### src/hdl/pd_pkg.sv
// Shared definitions for the P-D decode and execute slice
// Word width, opcode and ALU function enums, phase enum, R0 flag indices

`default_nettype none

package pd_pkg;

	localparam int WORD_W = 16;	// One machine word, bit 0 is the MSB

	// Two-argument opcodes handled here, octal as in the manual
	typedef enum logic [5:0] {
		OP_LW = 6'o20,	// Load word
		OP_AW = 6'o40,	// Add word
		OP_AC = 6'o41,	// Add with carry
		OP_SW = 6'o42,	// Subtract word
		OP_CW = 6'o43,	// Compare word
		OP_OR = 6'o44,	// Logical or
		OP_NR = 6'o46,	// Logical and
		OP_ER = 6'o50,	// Erase bits (and not)
		OP_XR = 6'o52	// Exclusive or
	} opcode_e;

	typedef enum logic [2:0] {
		FN_PASS_B,	// f = b
		FN_ADD,		// f = a + b + ci
		FN_SUB,		// f = a + ~b + ci
		FN_OR,
		FN_AND,
		FN_ANDN,	// f = a & ~b
		FN_XOR
	} alu_fn_e;

	typedef enum logic [1:0] {
		PH_IDLE,	// Waiting for W->IR
		PH_ARG,		// Waiting for the argument word
		PH_EXEC		// W& step, write-back
	} phase_e;

	// R0 flag bit positions
	localparam int R0_Z = 0;
	localparam int R0_M = 1;
	localparam int R0_V = 2;
	localparam int R0_C = 3;
	localparam int R0_L = 4;
	localparam int R0_E = 5;
	localparam int R0_G = 6;

endpackage

`default_nettype wire

### src/hdl/alu_ctl_if.sv
// ALU and write-back control bundle
// Driven by the decoder, read by the ALU slices and the result unit

`timescale 1ns/1ps
`default_nettype none

interface alu_ctl_if;

	pd_pkg::alu_fn_e fn;	// Slice function select
	logic cin;				// Carry into the LSB slice
	logic wr_en;			// Write register A
	logic upd_zm;			// Update Z, M
	logic upd_vc;			// Update V, C
	logic upd_leg;			// Update L, E, G
	logic exec;				// W& step active

	modport ctl (
		output fn, cin, wr_en, upd_zm, upd_vc, upd_leg, exec
	);

	modport slice (
		input fn
	);

	modport result (
		input cin, wr_en, upd_zm, upd_vc, upd_leg, exec
	);

endinterface

`default_nettype wire

### src/hdl/alu_slice.sv
// One ALU slice of SLICE_W bits
// Ripple-carry add/subtract plus the logic functions

`timescale 1ns/1ps
`default_nettype none

module alu_slice #(
	parameter int SLICE_W = 4
) (
	alu_ctl_if.slice ctl,
	input logic [0:SLICE_W-1] a,
	input logic [0:SLICE_W-1] b,
	input logic ci,					// From the less significant slice
	output logic [0:SLICE_W-1] f,
	output logic co					// To the more significant slice
);

	logic [0:SLICE_W-1] bx;		// b, inverted for subtract
	logic [0:SLICE_W-1] sum;
	logic [0:SLICE_W] c;		// c[i] is the carry out of bit i

	assign bx = (ctl.fn == pd_pkg::FN_SUB) ? ~b : b;
	assign c[SLICE_W] = ci;

	// Bit SLICE_W-1 is the slice LSB, carry runs toward bit 0
	for (genvar i = 0; i < SLICE_W; i++) begin : g_bit
		assign sum[i] = a[i] ^ bx[i] ^ c[i+1];
		assign c[i] = (a[i] & bx[i]) | (c[i+1] & (a[i] ^ bx[i]));
	end

	always_comb begin
		co = ci;	// Logic ops just pass the chain through
		case (ctl.fn)
			pd_pkg::FN_PASS_B: f = b;
			pd_pkg::FN_ADD, pd_pkg::FN_SUB: begin
				f = sum;
				co = c[0];
			end
			pd_pkg::FN_OR: f = a | b;
			pd_pkg::FN_AND: f = a & b;
			pd_pkg::FN_ANDN: f = a & ~b;
			pd_pkg::FN_XOR: f = a ^ b;
			default: f = b;
		endcase
	end

endmodule

`default_nettype wire

### src/hdl/instr_decoder.sv
// Instruction decoder
// Opcode to ALU function and flag groups, legality check,
// phase sequencer and ekc/xi end-of-cycle pulses

`timescale 1ns/1ps
`default_nettype none

module instr_decoder (
	input logic strob1,
	input logic rst,
	input logic [0:pd_pkg::WORD_W-1] ir,
	input logic [0:2] w_c,			// C field of the word on the bus
	input logic w_ir,
	input logic w_arg,
	input logic flag_c,				// R0 C flag, carry in for AC
	output logic arg_load,
	output logic ir_load,
	alu_ctl_if.ctl ctl,
	output logic [0:2] reg_a,
	output logic [0:2] reg_c,
	output logic use_arg,
	output logic ekc,
	output logic xi
);

	pd_pkg::phase_e phase;
	pd_pkg::opcode_e op;
	pd_pkg::alu_fn_e fn_sel;
	logic cin_sel;
	logic known;			// Opcode in the supported set
	logic legal;
	logic exec;
	logic wr_op;
	logic zm_op;
	logic vc_op;
	logic leg_op;

	assign op = pd_pkg::opcode_e'(ir[0:5]);
	assign reg_a = ir[7:9];
	assign reg_c = ir[13:15];
	assign use_arg = (reg_c == 3'd0);	// C=0, argument in next word

	always_comb begin
		known = 1'b1;
		fn_sel = pd_pkg::FN_PASS_B;
		cin_sel = 1'b0;
		wr_op = 1'b1;
		zm_op = 1'b1;
		vc_op = 1'b0;
		leg_op = 1'b0;
		case (op)
			pd_pkg::OP_LW: begin
				zm_op = 1'b0;			// Plain move, flags kept
			end
			pd_pkg::OP_AW: begin
				fn_sel = pd_pkg::FN_ADD;
				vc_op = 1'b1;
			end
			pd_pkg::OP_AC: begin
				fn_sel = pd_pkg::FN_ADD;
				cin_sel = flag_c;		// Chained add
				vc_op = 1'b1;
			end
			pd_pkg::OP_SW: begin
				fn_sel = pd_pkg::FN_SUB;
				cin_sel = 1'b1;			// Two's complement of argument
				vc_op = 1'b1;
			end
			pd_pkg::OP_CW: begin
				fn_sel = pd_pkg::FN_SUB;
				cin_sel = 1'b1;
				wr_op = 1'b0;			// Compare only
				zm_op = 1'b0;
				leg_op = 1'b1;
			end
			pd_pkg::OP_OR: fn_sel = pd_pkg::FN_OR;
			pd_pkg::OP_NR: fn_sel = pd_pkg::FN_AND;
			pd_pkg::OP_ER: fn_sel = pd_pkg::FN_ANDN;
			pd_pkg::OP_XR: fn_sel = pd_pkg::FN_XOR;
			default: begin
				known = 1'b0;
				wr_op = 1'b0;
				zm_op = 1'b0;
			end
		endcase
	end

	// B-modification and R0 as target are not handled
	assign legal = known & (ir[10:12] == 3'd0) & (reg_a != 3'd0);
	assign exec = (phase == pd_pkg::PH_EXEC);

	assign ir_load = (phase == pd_pkg::PH_IDLE) & w_ir;
	assign arg_load = (phase == pd_pkg::PH_ARG) & w_arg;

	assign ctl.fn = fn_sel;
	assign ctl.cin = cin_sel;
	assign ctl.exec = exec;
	assign ctl.wr_en = legal & wr_op;	// Illegal instruction writes nothing
	assign ctl.upd_zm = legal & zm_op;
	assign ctl.upd_vc = legal & vc_op;
	assign ctl.upd_leg = legal & leg_op;

	always_ff @(posedge strob1) begin
		if (rst) begin
			phase <= pd_pkg::PH_IDLE;
			ekc <= 1'b0;
			xi <= 1'b0;
		end else begin
			ekc <= exec & legal;		// One pulse per finished instruction
			xi <= exec & ~legal;
			case (phase)
				pd_pkg::PH_IDLE: begin
					if (w_ir) begin
						phase <= (w_c != 3'd0) ? pd_pkg::PH_EXEC : pd_pkg::PH_ARG;
					end
				end
				pd_pkg::PH_ARG: begin
					if (w_arg) begin
						phase <= pd_pkg::PH_EXEC;
					end
				end
				pd_pkg::PH_EXEC: phase <= pd_pkg::PH_IDLE;
				default: phase <= pd_pkg::PH_IDLE;
			endcase
		end
	end

endmodule

`default_nettype wire

### src/hdl/ir_reg.sv
// Instruction register
// Loads on strobe, si1 clears the two opcode MSBs at load

`timescale 1ns/1ps
`default_nettype none

module ir_reg (
	input logic strob1,
	input logic rst,
	input logic load,		// W->IR
	input logic invalidate,	// si1
	input logic [0:pd_pkg::WORD_W-1] d,
	output logic [0:pd_pkg::WORD_W-1] q
);

	always_ff @(posedge strob1) begin
		if (rst) begin
			q <= '0;
		end else if (load) begin
			q <= d;
			// Zeroed opcode MSBs disable the decoder, instruction becomes illegal
			if (invalidate) begin
				q[0:1] <= 2'b00;
			end
		end
	end

endmodule

`default_nettype wire

### src/hdl/pd_top.sv
// Top level of the decode and execute slice
// IR, decoder, generated ALU slices and the result unit

`timescale 1ns/1ps
`default_nettype none

module pd_top #(
	parameter int SLICE_W = 4
) (
	input logic strob1,
	input logic rst,
	input logic [0:15] w,		// W bus
	input logic w_ir,			// W->IR
	input logic w_arg,			// W->argument latch
	input logic si1,
	input logic [0:2] rd_sel,
	output logic [0:15] ir,
	output logic [0:8] r0,
	output logic [0:15] rd_data,
	output logic ekc,			// Cycle end
	output logic xi				// Illegal instruction
);

	localparam int N_SLICE = pd_pkg::WORD_W / SLICE_W;

	alu_ctl_if ctl_bus();

	logic ir_load;
	logic arg_load;
	logic use_arg;
	logic flag_c;
	logic alu_co;
	logic [0:2] reg_a;
	logic [0:2] reg_c;
	logic [0:pd_pkg::WORD_W-1] op_a;
	logic [0:pd_pkg::WORD_W-1] op_b;
	logic [0:pd_pkg::WORD_W-1] alu_f;
	logic [0:N_SLICE] carry;	// carry[i] leaves slice i

	ir_reg u_ir (
		.strob1(strob1),
		.rst(rst),
		.load(ir_load),
		.invalidate(si1),
		.d(w),
		.q(ir)
	);

	instr_decoder u_dec (
		.strob1(strob1),
		.rst(rst),
		.ir(ir),
		.w_c(w[13:15]),		// Selects PH_ARG or PH_EXEC at load
		.w_ir(w_ir),
		.w_arg(w_arg),
		.flag_c(flag_c),
		.arg_load(arg_load),
		.ir_load(ir_load),
		.ctl(ctl_bus.ctl),
		.reg_a(reg_a),
		.reg_c(reg_c),
		.use_arg(use_arg),
		.ekc(ekc),
		.xi(xi)
	);

	result_unit u_res (
		.strob1(strob1),
		.rst(rst),
		.ctl(ctl_bus.result),
		.reg_a(reg_a),
		.reg_c(reg_c),
		.use_arg(use_arg),
		.arg_load(arg_load),
		.w(w),
		.alu_f(alu_f),
		.alu_co(alu_co),
		.op_a(op_a),
		.op_b(op_b),
		.flag_c(flag_c),
		.r0(r0),
		.rd_sel(rd_sel),
		.rd_data(rd_data)
	);

	assign carry[N_SLICE] = ctl_bus.cin;	// Enters the LSB slice
	assign alu_co = carry[0];

	// Slice 0 holds the MSBs
	for (genvar i = 0; i < N_SLICE; i++) begin : g_slice
		alu_slice #(
			.SLICE_W(SLICE_W)
		) u_slice (
			.ctl(ctl_bus.slice),
			.a(op_a[i*SLICE_W +: SLICE_W]),
			.b(op_b[i*SLICE_W +: SLICE_W]),
			.ci(carry[i+1]),
			.f(alu_f[i*SLICE_W +: SLICE_W]),
			.co(carry[i])
		);
	end

endmodule

`default_nettype wire

### src/hdl/result_unit.sv
// Result unit
// User registers R1..R7, R0 flags, argument latch,
// operand select, write-back and flag computation

`timescale 1ns/1ps
`default_nettype none

module result_unit (
	input logic strob1,
	input logic rst,
	alu_ctl_if.result ctl,
	input logic [0:2] reg_a,
	input logic [0:2] reg_c,
	input logic use_arg,
	input logic arg_load,
	input logic [0:pd_pkg::WORD_W-1] w,
	input logic [0:pd_pkg::WORD_W-1] alu_f,
	input logic alu_co,
	output logic [0:pd_pkg::WORD_W-1] op_a,
	output logic [0:pd_pkg::WORD_W-1] op_b,
	output logic flag_c,
	output logic [0:8] r0,
	input logic [0:2] rd_sel,
	output logic [0:pd_pkg::WORD_W-1] rd_data
);

	localparam int LSB = pd_pkg::WORD_W - 1;

	logic [0:pd_pkg::WORD_W-1] regs [1:7];	// R1..R7
	logic [0:pd_pkg::WORD_W-1] arg_q;		// Argument word from the bus
	logic is_sub;
	logic ovf;
	logic res_zero;

	function automatic logic [0:pd_pkg::WORD_W-1] rd_reg(input logic [0:2] sel);
		if (sel == 3'd0) begin
			return '0;
		end
		return regs[sel];
	endfunction

	always_comb begin
		op_a = rd_reg(reg_a);
		op_b = use_arg ? arg_q : rd_reg(reg_c);
		rd_data = (rd_sel == 3'd0) ? {7'd0, r0} : rd_reg(rd_sel);
	end

	assign flag_c = r0[pd_pkg::R0_C];
	assign res_zero = (alu_f == '0);

	// With cin set, an add flips the LSB parity and a subtract does not
	assign is_sub = ctl.cin & (alu_f[LSB] == (op_a[LSB] ^ op_b[LSB]));
	// Signs agree (after inversion) and the result sign differs
	assign ovf = ((op_b[0] ^ is_sub) == op_a[0]) & (alu_f[0] != op_a[0]);

	always_ff @(posedge strob1) begin
		if (arg_load) begin
			arg_q <= w;
		end
	end

	always_ff @(posedge strob1) begin
		if (rst) begin
			for (int i = 1; i <= 7; i++) begin
				regs[i] <= '0;
			end
			r0 <= '0;
		end else if (ctl.exec) begin
			if (ctl.wr_en) begin
				regs[reg_a] <= alu_f;
			end
			if (ctl.upd_zm) begin
				r0[pd_pkg::R0_Z] <= res_zero;
				r0[pd_pkg::R0_M] <= alu_f[0];	// Sign of result
			end
			if (ctl.upd_vc) begin
				r0[pd_pkg::R0_V] <= ovf;
				r0[pd_pkg::R0_C] <= alu_co;
			end
			if (ctl.upd_leg) begin
				// Signed less: difference sign corrected by overflow
				r0[pd_pkg::R0_L] <= alu_f[0] ^ ovf;
				r0[pd_pkg::R0_E] <= res_zero;
				r0[pd_pkg::R0_G] <= ~(alu_f[0] ^ ovf) & ~res_zero;
			end
		end
	end

endmodule

`default_nettype wire

### config.mk
export PLATFORM = sky130hd
export DESIGN_NAME = pd_top
export DESIGN_NICKNAME = d
export VERILOG_FILES = /design/src/hdl/pd_pkg.sv /design/src/hdl/alu_ctl_if.sv /design/src/hdl/alu_slice.sv /design/src/hdl/instr_decoder.sv /design/src/hdl/ir_reg.sv /design/src/hdl/pd_top.sv /design/src/hdl/result_unit.sv
export SDC_FILE = /design/constraint.sdc
export NUM_CORES = 1
export LEC_CHECK = 0
export BUFFER_PORTS_ARGS = -buffer_cell sky130_fd_sc_hd__buf_2
export CORE_MARGIN = 3
export CORE_UTILIZATION = 60
export CTS_BUF_LIST = sky130_fd_sc_hd__clkbuf_4 sky130_fd_sc_hd__clkbuf_8
export DETAILED_ROUTE_END_ITERATION = 10
export PLACE_DENSITY = 0.81
export SLEW_MARGIN = 5
export SYNTH_ARGS = -nofsm -noshare
export SYNTH_HDL_FRONTEND = slang
export SYNTH_SLANG_ARGS = --single-unit
### constraint.sdc
create_clock -name strob1 -period 13 [get_ports strob1]
set_input_delay 1.3 -clock strob1 [delete_from_list [all_inputs] [get_ports strob1]]
set_output_delay 1.3 -clock strob1 [all_outputs]
set_load 0.01 [all_outputs]
==> results of run 1 <==
cell type report:
type,count,area share [%]
multi-input combinational,677,47.9
inverter,41,1.27
tap,229,2.37
sequential,177,41.2
timing repair buffer,88,4.14
clock buffer,18,2.00
clock inverter,14,1.09
worst paths after layout:
path,start,endpoint
setup / recovery,u_ir.q[0]$_SDFFE_PP0P_,u_res.r0[6]$_SDFFE_PP0P_
hold / removal,u_ir.q[10]$_SDFFE_PP0P_,u_ir.q[10]$_SDFFE_PP0P_
setup reg to reg,u_ir.q[0]$_SDFFE_PP0P_,u_res.r0[6]$_SDFFE_PP0P_
hold reg to reg,u_ir.q[10]$_SDFFE_PP0P_,u_ir.q[10]$_SDFFE_PP0P_
power groups by stage:
stage	sequential (mW)	clock, mW	combinational [mW]
detailed placement	0.671	0	0.306
CTS	0.658	0.372	0.308
finish	0.659	0.371	0.312
global placement	0.669	0	0.298
global route	0.662	0.392	0.335
floorplan	0.660	0	0.232
state kept, by name, indices dropped and copies added (netlist names), named ones only:
| name | cells |
|---|---|
| u_res.r0 | 7 |
| u_dec.xi | 1 |
| u_dec.ekc | 1 |
| u_res.regs | 128 |
| u_res.arg_q | 16 |
| u_dec.phase | 2 |
| u_ir.q | 16 |
synthesized netlist by cell type (14+ instances only):
master,number
a21oi_1,28
a221oi_1,20
and2_1,15
buf_2,27
clkbuf_1,47
dfxtp_1,33
edfxtp_1,144
fa_1,16
ha_1,16
inv_1,39
mux2i_1,56
mux4_2,73
nand2_1,90
nor2_1,155
o21a_1,15
o21ai_0,14
xor2_1,15
stage by stage:
step           total power [mW]  hold WS [ns]  cells
3_5_place_dp              0.978         0.473   1212
2_1_floorplan             0.893         0.453    985
4_1_cts                    1.34         0.487   1244
5_1_grt                    1.39         0.498   1244
6_report                   1.34         0.486   1244
3_3_place_gp              0.967         0.442   1212
per-layer routing:
layer / global-route usage (%) / vias up / part of all wire (%)
li1: - / 3600 / -
met1: 41.6 / 4076 / 36
met2: 52.9 / 547 / 49
met3: 6.97 / 102 / 11
met4: 14.8 / 0 / 4.6
met5: 0 / - / 0
critical path: cells and delay by family (launching register included):
kind                       cells  cell delay (ns)
adders and majority gates     16             6.99
and+or+nand+nor                9             2.33
AOI/OAI and AO/OA              4             0.89
DFF                            1             0.39
buffers and inverters          2             0.35
xor gates and xnor gates       1             0.19
cell families (layout without fill, tap and decap cells):
group	count (synthesis)	in the layout
flip-flops	177	177
XOR/XNOR	17	17
adder cells (fa/ha/maj)	32	32
other	1	18
AO/OA/AOI/OAI	127	127
AND/OR/NAND/NOR	332	332
buffers and inverters	131	161
multiplexers	151	151
==> results.txt, run 1 <==
Yosys warns: 0
Yosys top cell area share: 38.3%
TritonCTS Buffers: 17
WL/cell: 26.1 microns
Top cell type by total area after synthesis: edfxtp_1
Internal power: 923 uW
Chip width: 143 microns
Synth Area in Compound Gates: 8.77%
Final hold violations: 0
Largest net degree at the start of global routing: 42
DR vias: 8325
Hold Path Cell Cnt: 2
Footprint of the multi-input gates: 0.00579 sq mm
Htree depth: 4
GPL Wtd Cong: 0.980
Critical Path Fanout Max: 17
Ratio of cells with drive above 1 in the final layout: 23.5%
Crit path largest cell delay: 0.60 ns
CTS sink cnt: 177
Synth top area cells: edfxtp_1 (38%), mux4_2 (15%), dfxtp_1 (5.8%), nor2_1 (5.1%), mux2i_1 (5.0%)
Largest family of logic cells by synthesized area: multiplexers
VDD IR max: 0.0000740 V
Setup TNS: 0 ns
Gr ovfl total: 0
R2r setup slk: 1.70 ns
DR iter-0 viols: 996
Area after DPL: 0.0117 sq mm
Max Clock Skew: 0.0115 ns
Initial antenna violation count: 0
Area delta synth->final: 7.02%
Seq pwr share: 49.1%
DR pass1 iterations: 5
Synthesized area: 0.0113 sq mm
Clock Tree Buf Depth: 2
First-pass GRT wire length: 48500 microns
DP HPWL: 21700 microns
Worst Slack Setup Final: 1.70 ns
Hold-fix buffers, CTS: 0
Mux share of post-synthesis cell area: 22.6%
Gr usage total: 32.3%
FF+latch count, synth: 177
Die Span Y: 143 microns
IO Port Bufs: 64
Worst slack, placed: 1.85 ns
Shortest period the worst path allows: 11.30 ns
Setup Fix Bufs, Post-CTS: 0
Gate power share: 23.2%
Post-synthesis sequential area ratio: 44.1%
CTS resizes: 0
Ys async rst share: 0%
Vias in the first global route: 8371
Worst-path clk slew: 0.09 ns
Critical path class: flop to flop
Layout Nets: 1058
Post-Synth Adder-Cell Area: 4.61%
Root Buffer: clkbuf_8
P_leak: 4.60 nW
Row Count: 49
CTS tree: yes
Number of flops mapped to enable cells by yosys: 144
Post-Syn Instances: 968
Most common cell after layout, fill and taps aside: nor2_1
I/O Pins: 67
Reg2reg path depth: 32
Core Util, Final: 66.4%
Finished Cell Area: 0.0121 sq mm
Least-Margin Pin Slew: 1.33 ns
Arr. time, crit path: 11.63 ns
Fillers: 1326
Worst skew pair latency: 0.47 ns
Pwr per Cell Area: 111 mW/mm^2
Finish-stage setup viols: 0
Synth Area per Inst: 11.7 sq um
CP Capture Type: flop
Most frequent cells in the layout: nor2_1 (155), edfxtp_1 (144), nand2_1 (90)
Max-slew violation count: 0
Clock network power share: 27.6%
Post-route ant nets: 0
Max_cap viols: 0
Max Fclk: 0.0885 GHz
Relative slew slack: 11.3%
CP required: 13.33 ns
Top FF cell, synth: edfxtp_1
Most used cell along the critical path: fa_1
Core area: 0.0182 sq mm
Sw Ratio: 31.2%
Outcome: completed
Post-Synth XOR/XNOR Area: 1.32%
Switching pwr: 419 uW
Synth Area in Simple Gates: 13.3%
CP startpoint kind: flop
Vias per cell: 6.69
Starting Density: 62.0%
Register area: 0.00499 sq mm
Unique masters post-synth: 64
Final worst-path cycle share: 86.9%
Full die area: 0.0205 sq mm
Slowest cell on crit path: and2_1
Min-Delay Path Class: flop to flop
DRC: 0
RSZ-0062 raised after global routing: no
Number of diodes: 0
Final wirelength: 32500 microns
No activity file was read; power rests on OpenSTA's default activity.
==> inputs of run 2 (changes only) <==
- CORE_MARGIN: 3 -> 10
==> results.txt, run 2 (same netlist as run 1, synthesis figures left out) <==
Vias in the first global route: 8307 (-0.76%)
Largest net degree at the start of global routing: 42 (unchanged)
DP HPWL: 22900 microns (+5.5%)
Die Span Y: 157 microns (+9.8%)
IO Port Bufs: 64 (unchanged)
Crit path largest cell delay: 0.81 ns (+0.21 ns)
Initial antenna violation count: 0 (unchanged)
I/O Pins: 67 (unchanged)
P_leak: 4.59 nW (-0.25%)
Layout Nets: 1048 (-0.95%)
Clock Tree Buf Depth: 2 (unchanged)
Largest regs: u_res.regs (128), u_ir.q (16), u_res.arg_q (16)
Levels on crit path: 31 (-3.1%)
DR iter-0 viols: 1130 (+13%)
GPL Wtd Cong: 0.981 (about the same)
Vias per cell: 6.89 (+2.9%)
DR pass1 iterations: 5 (unchanged)
Core area: 0.0186 sq mm (+2.4%)
Critical path class: flop to flop
Critical Path Fanout Max: 14 (-3)
Arr. time, crit path: 11.58 ns (-0.05 ns)
Max FFs per register: 128 (unchanged)
Max_cap viols: 0 (unchanged)
Post-route ant nets: 0 (unchanged)
DRC: 0 (unchanged)
Least-Margin Pin Slew: 1.18 ns (-0.149 ns)
Shortest period the worst path allows: 11.24 ns (-0.0602 ns)
Setup Fix Bufs, Post-CTS: 0 (unchanged)
Gr usage total: 27.1% (-5.2 points)
Area delta synth->final: 6.99% (about the same)
Chip width: 157 microns (+9.8%)
CTS tree: yes
CP required: 13.34 ns (about the same)
Reg2reg path depth: 31 (-3.1%)
Final hold violations: 0 (unchanged)
Biggest register: u_res.regs
Worst Setup EP: u_res.r0[6]$_SDFFE_PP0P_
Crit path max-delay family: adder cells
Starting Density: 60.6% (-1.4 points)
Gr ovfl total: 0 (unchanged)
First-pass GRT wire length: 50300 microns (+3.5%)
Final total power: 1.39 mW (+3.9%)
Row Count: 50 (+2.0%)
Relative slew slack: 21.0% (+9.7 points)
Max Clock Skew: 0.0168 ns (+0.00530 ns)
Most used cell along the critical path: fa_1
Max-slew violation count: 0 (unchanged)
VDD IR max: 0.0000974 V (+32%)
Slowest cell on crit path: dfxtp_1
Final worst-path cycle share: 86.5% (-0.46 points)
TritonCTS Buffers: 17 (unchanged)
Worst skew pair latency: 0.49 ns (+0.02 ns)
Fillers: 1391 (+4.9%)
Root Buffer: clkbuf_8
RSZ-0062 raised after global routing: no
Final wirelength: 32900 microns (+1.3%)
Worst-path clk slew: 0.10 ns (about the same)
Ratio of cells with drive above 1 in the final layout: 23.0% (-0.56 points)
Pwr per Cell Area: 115 mW/mm^2 (+4.0%)
R2r setup slk: 1.76 ns (+0.06 ns)
CTS resizes: 0 (unchanged)
Max Fclk: 0.0890 GHz (+0.54%)
CP startpoint kind: flop
Finish-stage setup viols: 0 (unchanged)
CP Capture Type: flop
RR Endpoint: u_res.r0[6]$_SDFFE_PP0P_
Number of diodes: 0 (unchanged)
Setup TNS: 0 ns (unchanged)
Htree depth: 4 (unchanged)
Buffers & Inverters on Critical Path: 1 (-1)
CTS sink cnt: 177 (unchanged)
Min-Delay Path Class: flop to flop
Most common cell after layout, fill and taps aside: nor2_1
Hold-fix buffers, CTS: 0 (unchanged)
WL/cell: 26.5 microns (+1.7%)
Full die area: 0.0247 sq mm (+21%)
Most frequent cells in the layout: nor2_1 (155), edfxtp_1 (144), nand2_1 (90)
Outcome: completed
DR vias: 8536 (+2.5%)
[run 2: worst min path at each step]
stage                                start                      to  cells after the start
3_5_place_dp        u_ir.q[6]$_SDFFE_PP0P_  u_ir.q[6]$_SDFFE_PP0P_                      2
3_3_place_gp        u_ir.q[6]$_SDFFE_PP0P_  u_ir.q[6]$_SDFFE_PP0P_                      2
4_1_cts             u_ir.q[6]$_SDFFE_PP0P_  u_ir.q[6]$_SDFFE_PP0P_                      2
2_1_floorplan  u_dec.phase[0]$_SDFFE_PP0P_     u_dec.xi$_SDFF_PP0_                      1
6_report            u_ir.q[6]$_SDFFE_PP0P_  u_ir.q[6]$_SDFFE_PP0P_                      2
5_1_grt             u_ir.q[6]$_SDFFE_PP0P_  u_ir.q[6]$_SDFFE_PP0P_                      2
[run 2: routing by layer]
layer	vias up	share of wire, %	global-route usage [%]
li1	3580	-	-
met1	4218	36	35.0
met2	625	48	42.4
met3	111	12	6.91
met4	2	4.4	12.0
met5	-	0.091	0
[run 2: where the power goes]
| group | total [mW] | internal (mW) | switching [mW] | leakage [nW] |
|---|---|---|---|---|
| combinational | 0.315 | 0.128 | 0.187 | 2.64 |
| clock | 0.416 | 0.197 | 0.219 | 0.221 |
| sequential | 0.664 | 0.637 | 0.0268 | 1.72 |
[run 2: worst min-delay path: cells and delay by family (launching register included)]
family,cells,cell delay [ns]
DFF,1,0.32
and+or+nand+nor,1,0.05
AOI/OAI and AO/OA,1,0.05
[run 2: stage by stage]
stage	util, %	hold slack (ns)	area [sq um]	setup WS, ns	cells
5_1_grt	64.8	0.484	12100	1.34	1239
4_1_cts	64.8	0.460	12100	1.80	1239
3_5_place_dp	62.5	0.446	11600	1.89	1207
6_report	64.8	0.460	12100	1.76	1239
3_3_place_gp	62.5	0.440	11600	2.15	1207
2_1_floorplan	-	0.453	11400	2.55	985
[run 2: layout make-up]
cell class,instances,area (sq um),share of cell area (%)
multi-input cells,677,5790,47.9
flip-flops and latches,177,4990,41.3
repair buffers,78,425,3.52
well taps,234,293,2.42
clock buffers,17,234,1.94
clock inverters,15,201,1.67
inverters,41,154,1.27
==> inputs of run 3 (changes only) <==
- PLACE_DENSITY: 0.81 -> 0.79
==> results.txt, run 3 (same netlist as run 1, synthesis figures left out) <==
Biggest register: u_res.regs
Largest net degree at the start of global routing: 42 (unchanged)
TritonCTS Buffers: 17 (unchanged)
I/O Pins: 67 (unchanged)
Final hold violations: 0 (unchanged)
Initial antenna violation count: 0 (unchanged)
Row Count: 50 (unchanged)
Max_cap viols: 0 (unchanged)
Most common cell after layout, fill and taps aside: nor2_1
DP HPWL: 22400 microns (-2.0%)
Reg2reg path depth: 31 (unchanged)
Chip width: 157 microns (unchanged)
Most used cell along the critical path: fa_1
P_leak: 4.57 nW (-0.36%)
Setup Fix Bufs, Post-CTS: 0 (unchanged)
Htree depth: 4 (unchanged)
Fin cells: 1239 (unchanged)
Most frequent cells in the layout: nor2_1 (155), edfxtp_1 (144), nand2_1 (90)
First-pass GRT wire length: 50000 microns (-0.55%)
Least-Margin Pin Slew: 1.29 ns (+0.104 ns)
IO Port Bufs: 64 (unchanged)
Vias in the first global route: 8251 (-0.67%)
Crit path largest cell delay: 0.64 ns (-0.17 ns)
Clock Tree Buf Depth: 2 (unchanged)
Number of diodes: 0 (unchanged)
Hold-fix buffers, CTS: 0 (unchanged)
Slowest cell on crit path: and2_1
Layout Nets: 1048 (unchanged)
Max-slew violation count: 0 (unchanged)
CP startpoint kind: flop
Area delta synth->final: 6.80%
Worst skew pair latency: 0.50 ns (about the same)
Shortest period the worst path allows: 11.24 ns (+0.00250 ns)
Final wirelength: 32900 microns (about the same)
WL/cell: 26.5 microns (about the same)
CTS tree: yes
Critical path class: flop to flop
Fillers: 1409 (+1.3%)
CP required: 13.35 ns (about the same)
Post-placement cell count: 1207 (unchanged)
Arr. time, crit path: 11.59 ns (about the same)
Ratio of cells with drive above 1 in the final layout: 23.0% (unchanged)
CTS resizes: 0 (unchanged)
Max Fclk: 0.0890 GHz (about the same)
Gr ovfl total: 0 (unchanged)
Critical Path Fanout Max: 16 (+2)
Max Clock Skew: 0.0313 ns (+0.0145 ns)
Min-Delay Path Class: flop to flop
Finish-stage setup viols: 0 (unchanged)
Final worst-path cycle share: 86.5% (about the same)
Root Buffer: clkbuf_8
DR iter-0 viols: 1364 (+21%)
DRC: 0 (unchanged)
Full die area: 0.0247 sq mm (unchanged)
Max FFs per register: 128 (unchanged)
Worst-path clk slew: 0.12 ns (+0.02 ns)
Die Span Y: 157 microns (unchanged)
GPL Wtd Cong: 0.952 (-2.9%)
Setup TNS: 0 ns (unchanged)
Core Util, Final: 64.7% (-0.11 points)
RSZ-0062 raised after global routing: no
Outcome: completed
Pwr per Cell Area: 114 mW/mm^2 (-1.4%)
Relative slew slack: 14.3% (-6.7 points)
VDD IR max: 0.0000795 V (-18%)
DR vias: 8530 (-0.070%)
Core area: 0.0186 sq mm (unchanged)
CTS sink cnt: 177 (unchanged)
Vias per cell: 6.88 (about the same)
Largest regs: u_res.regs (128), u_ir.q (16), u_res.arg_q (16)
Gr usage total: 27.0% (-0.034 points)
CP Capture Type: flop
Hold Path Cell Cnt: 2 (unchanged)
DR pass1 iterations: 9 (+4)
Starting Density: 60.6% (unchanged)
Post-route ant nets: 0 (unchanged)
[run 3: cell types whose count changed in the layout (fill, tap and decap cells not counted), sizes merged]
cell / change
inv: +1
bufinv: -3
clkinv: +1
clkinvlp: +1
[run 3: path summary, 6_finish.rpt]
path | from | endpoint | slack (ns)
hold reg to reg | u_ir.q[6]$_SDFFE_PP0P_ | u_ir.q[6]$_SDFFE_PP0P_ | 0.46
setup / recovery | u_ir.q[0]$_SDFFE_PP0P_ | u_res.r0[6]$_SDFFE_PP0P_ | 1.76
setup reg to reg | u_ir.q[0]$_SDFFE_PP0P_ | u_res.r0[6]$_SDFFE_PP0P_ | 1.76
hold / removal | u_ir.q[6]$_SDFFE_PP0P_ | u_ir.q[6]$_SDFFE_PP0P_ | 0.46
[run 3: routing by layer]
| layer | part of all wire, % | global-route usage [%] | vias up |
|---|---|---|---|
| met1 | 35 | 34.6 | 4231 |
| li1 | - | - | 3577 |
| met4 | 3.4 | 10.5 | 0 |
| met5 | 0 | 0 | - |
| met3 | 13 | 8.11 | 103 |
| met2 | 48 | 42.5 | 619 |
[run 3: worst max-delay path: cells and delay by family, from the launching register on]
| kind | cells | cell delay [ns] |
|---|---|---|
| fa+ha+maj | 16 | 6.97 |
| xor+xnor | 1 | 0.19 |
| flops | 1 | 0.41 |
| compound gates | 4 | 0.90 |
| simple gates | 9 | 2.50 |
| buf+inv | 1 | 0.09 |
[run 3: power by group]
group / leakage, nW / total, mW / switching [mW] / internal, mW
clock: 0.204 / 0.395 / 0.247 / 0.148
sequential: 1.72 / 0.660 / 0.0229 / 0.637
combinational: 2.64 / 0.318 / 0.190 / 0.128
total: 4.57 / 1.37 / 0.459 / 0.913
[run 3: metrics by stage]
step	hold WS [ns]	setup slack, ns	area (sq um)	total power, mW
floorplan	0.453	2.55	11400	0.893
global placement	0.441	2.04	11600	0.974
detailed placement	0.453	1.83	11600	0.981
CTS	0.467	1.80	12100	1.36
global route	0.481	1.22	12100	1.42
finish	0.463	1.76	12100	1.37
[run 3: final cells by class]
| type | count | area [sq um] | area share [%] |
|---|---|---|---|
| Clock buffer | 17 | 234 | 1.94 |
| Multi-Input combinational cell | 677 | 5790 | 48.0 |
| Timing Repair Buffer | 78 | 425 | 3.53 |
| Sequential cell | 177 | 4990 | 41.3 |
| Clock inverter | 15 | 183 | 1.51 |
| Tap cell | 234 | 293 | 2.43 |
| Inverter | 41 | 154 | 1.28 |
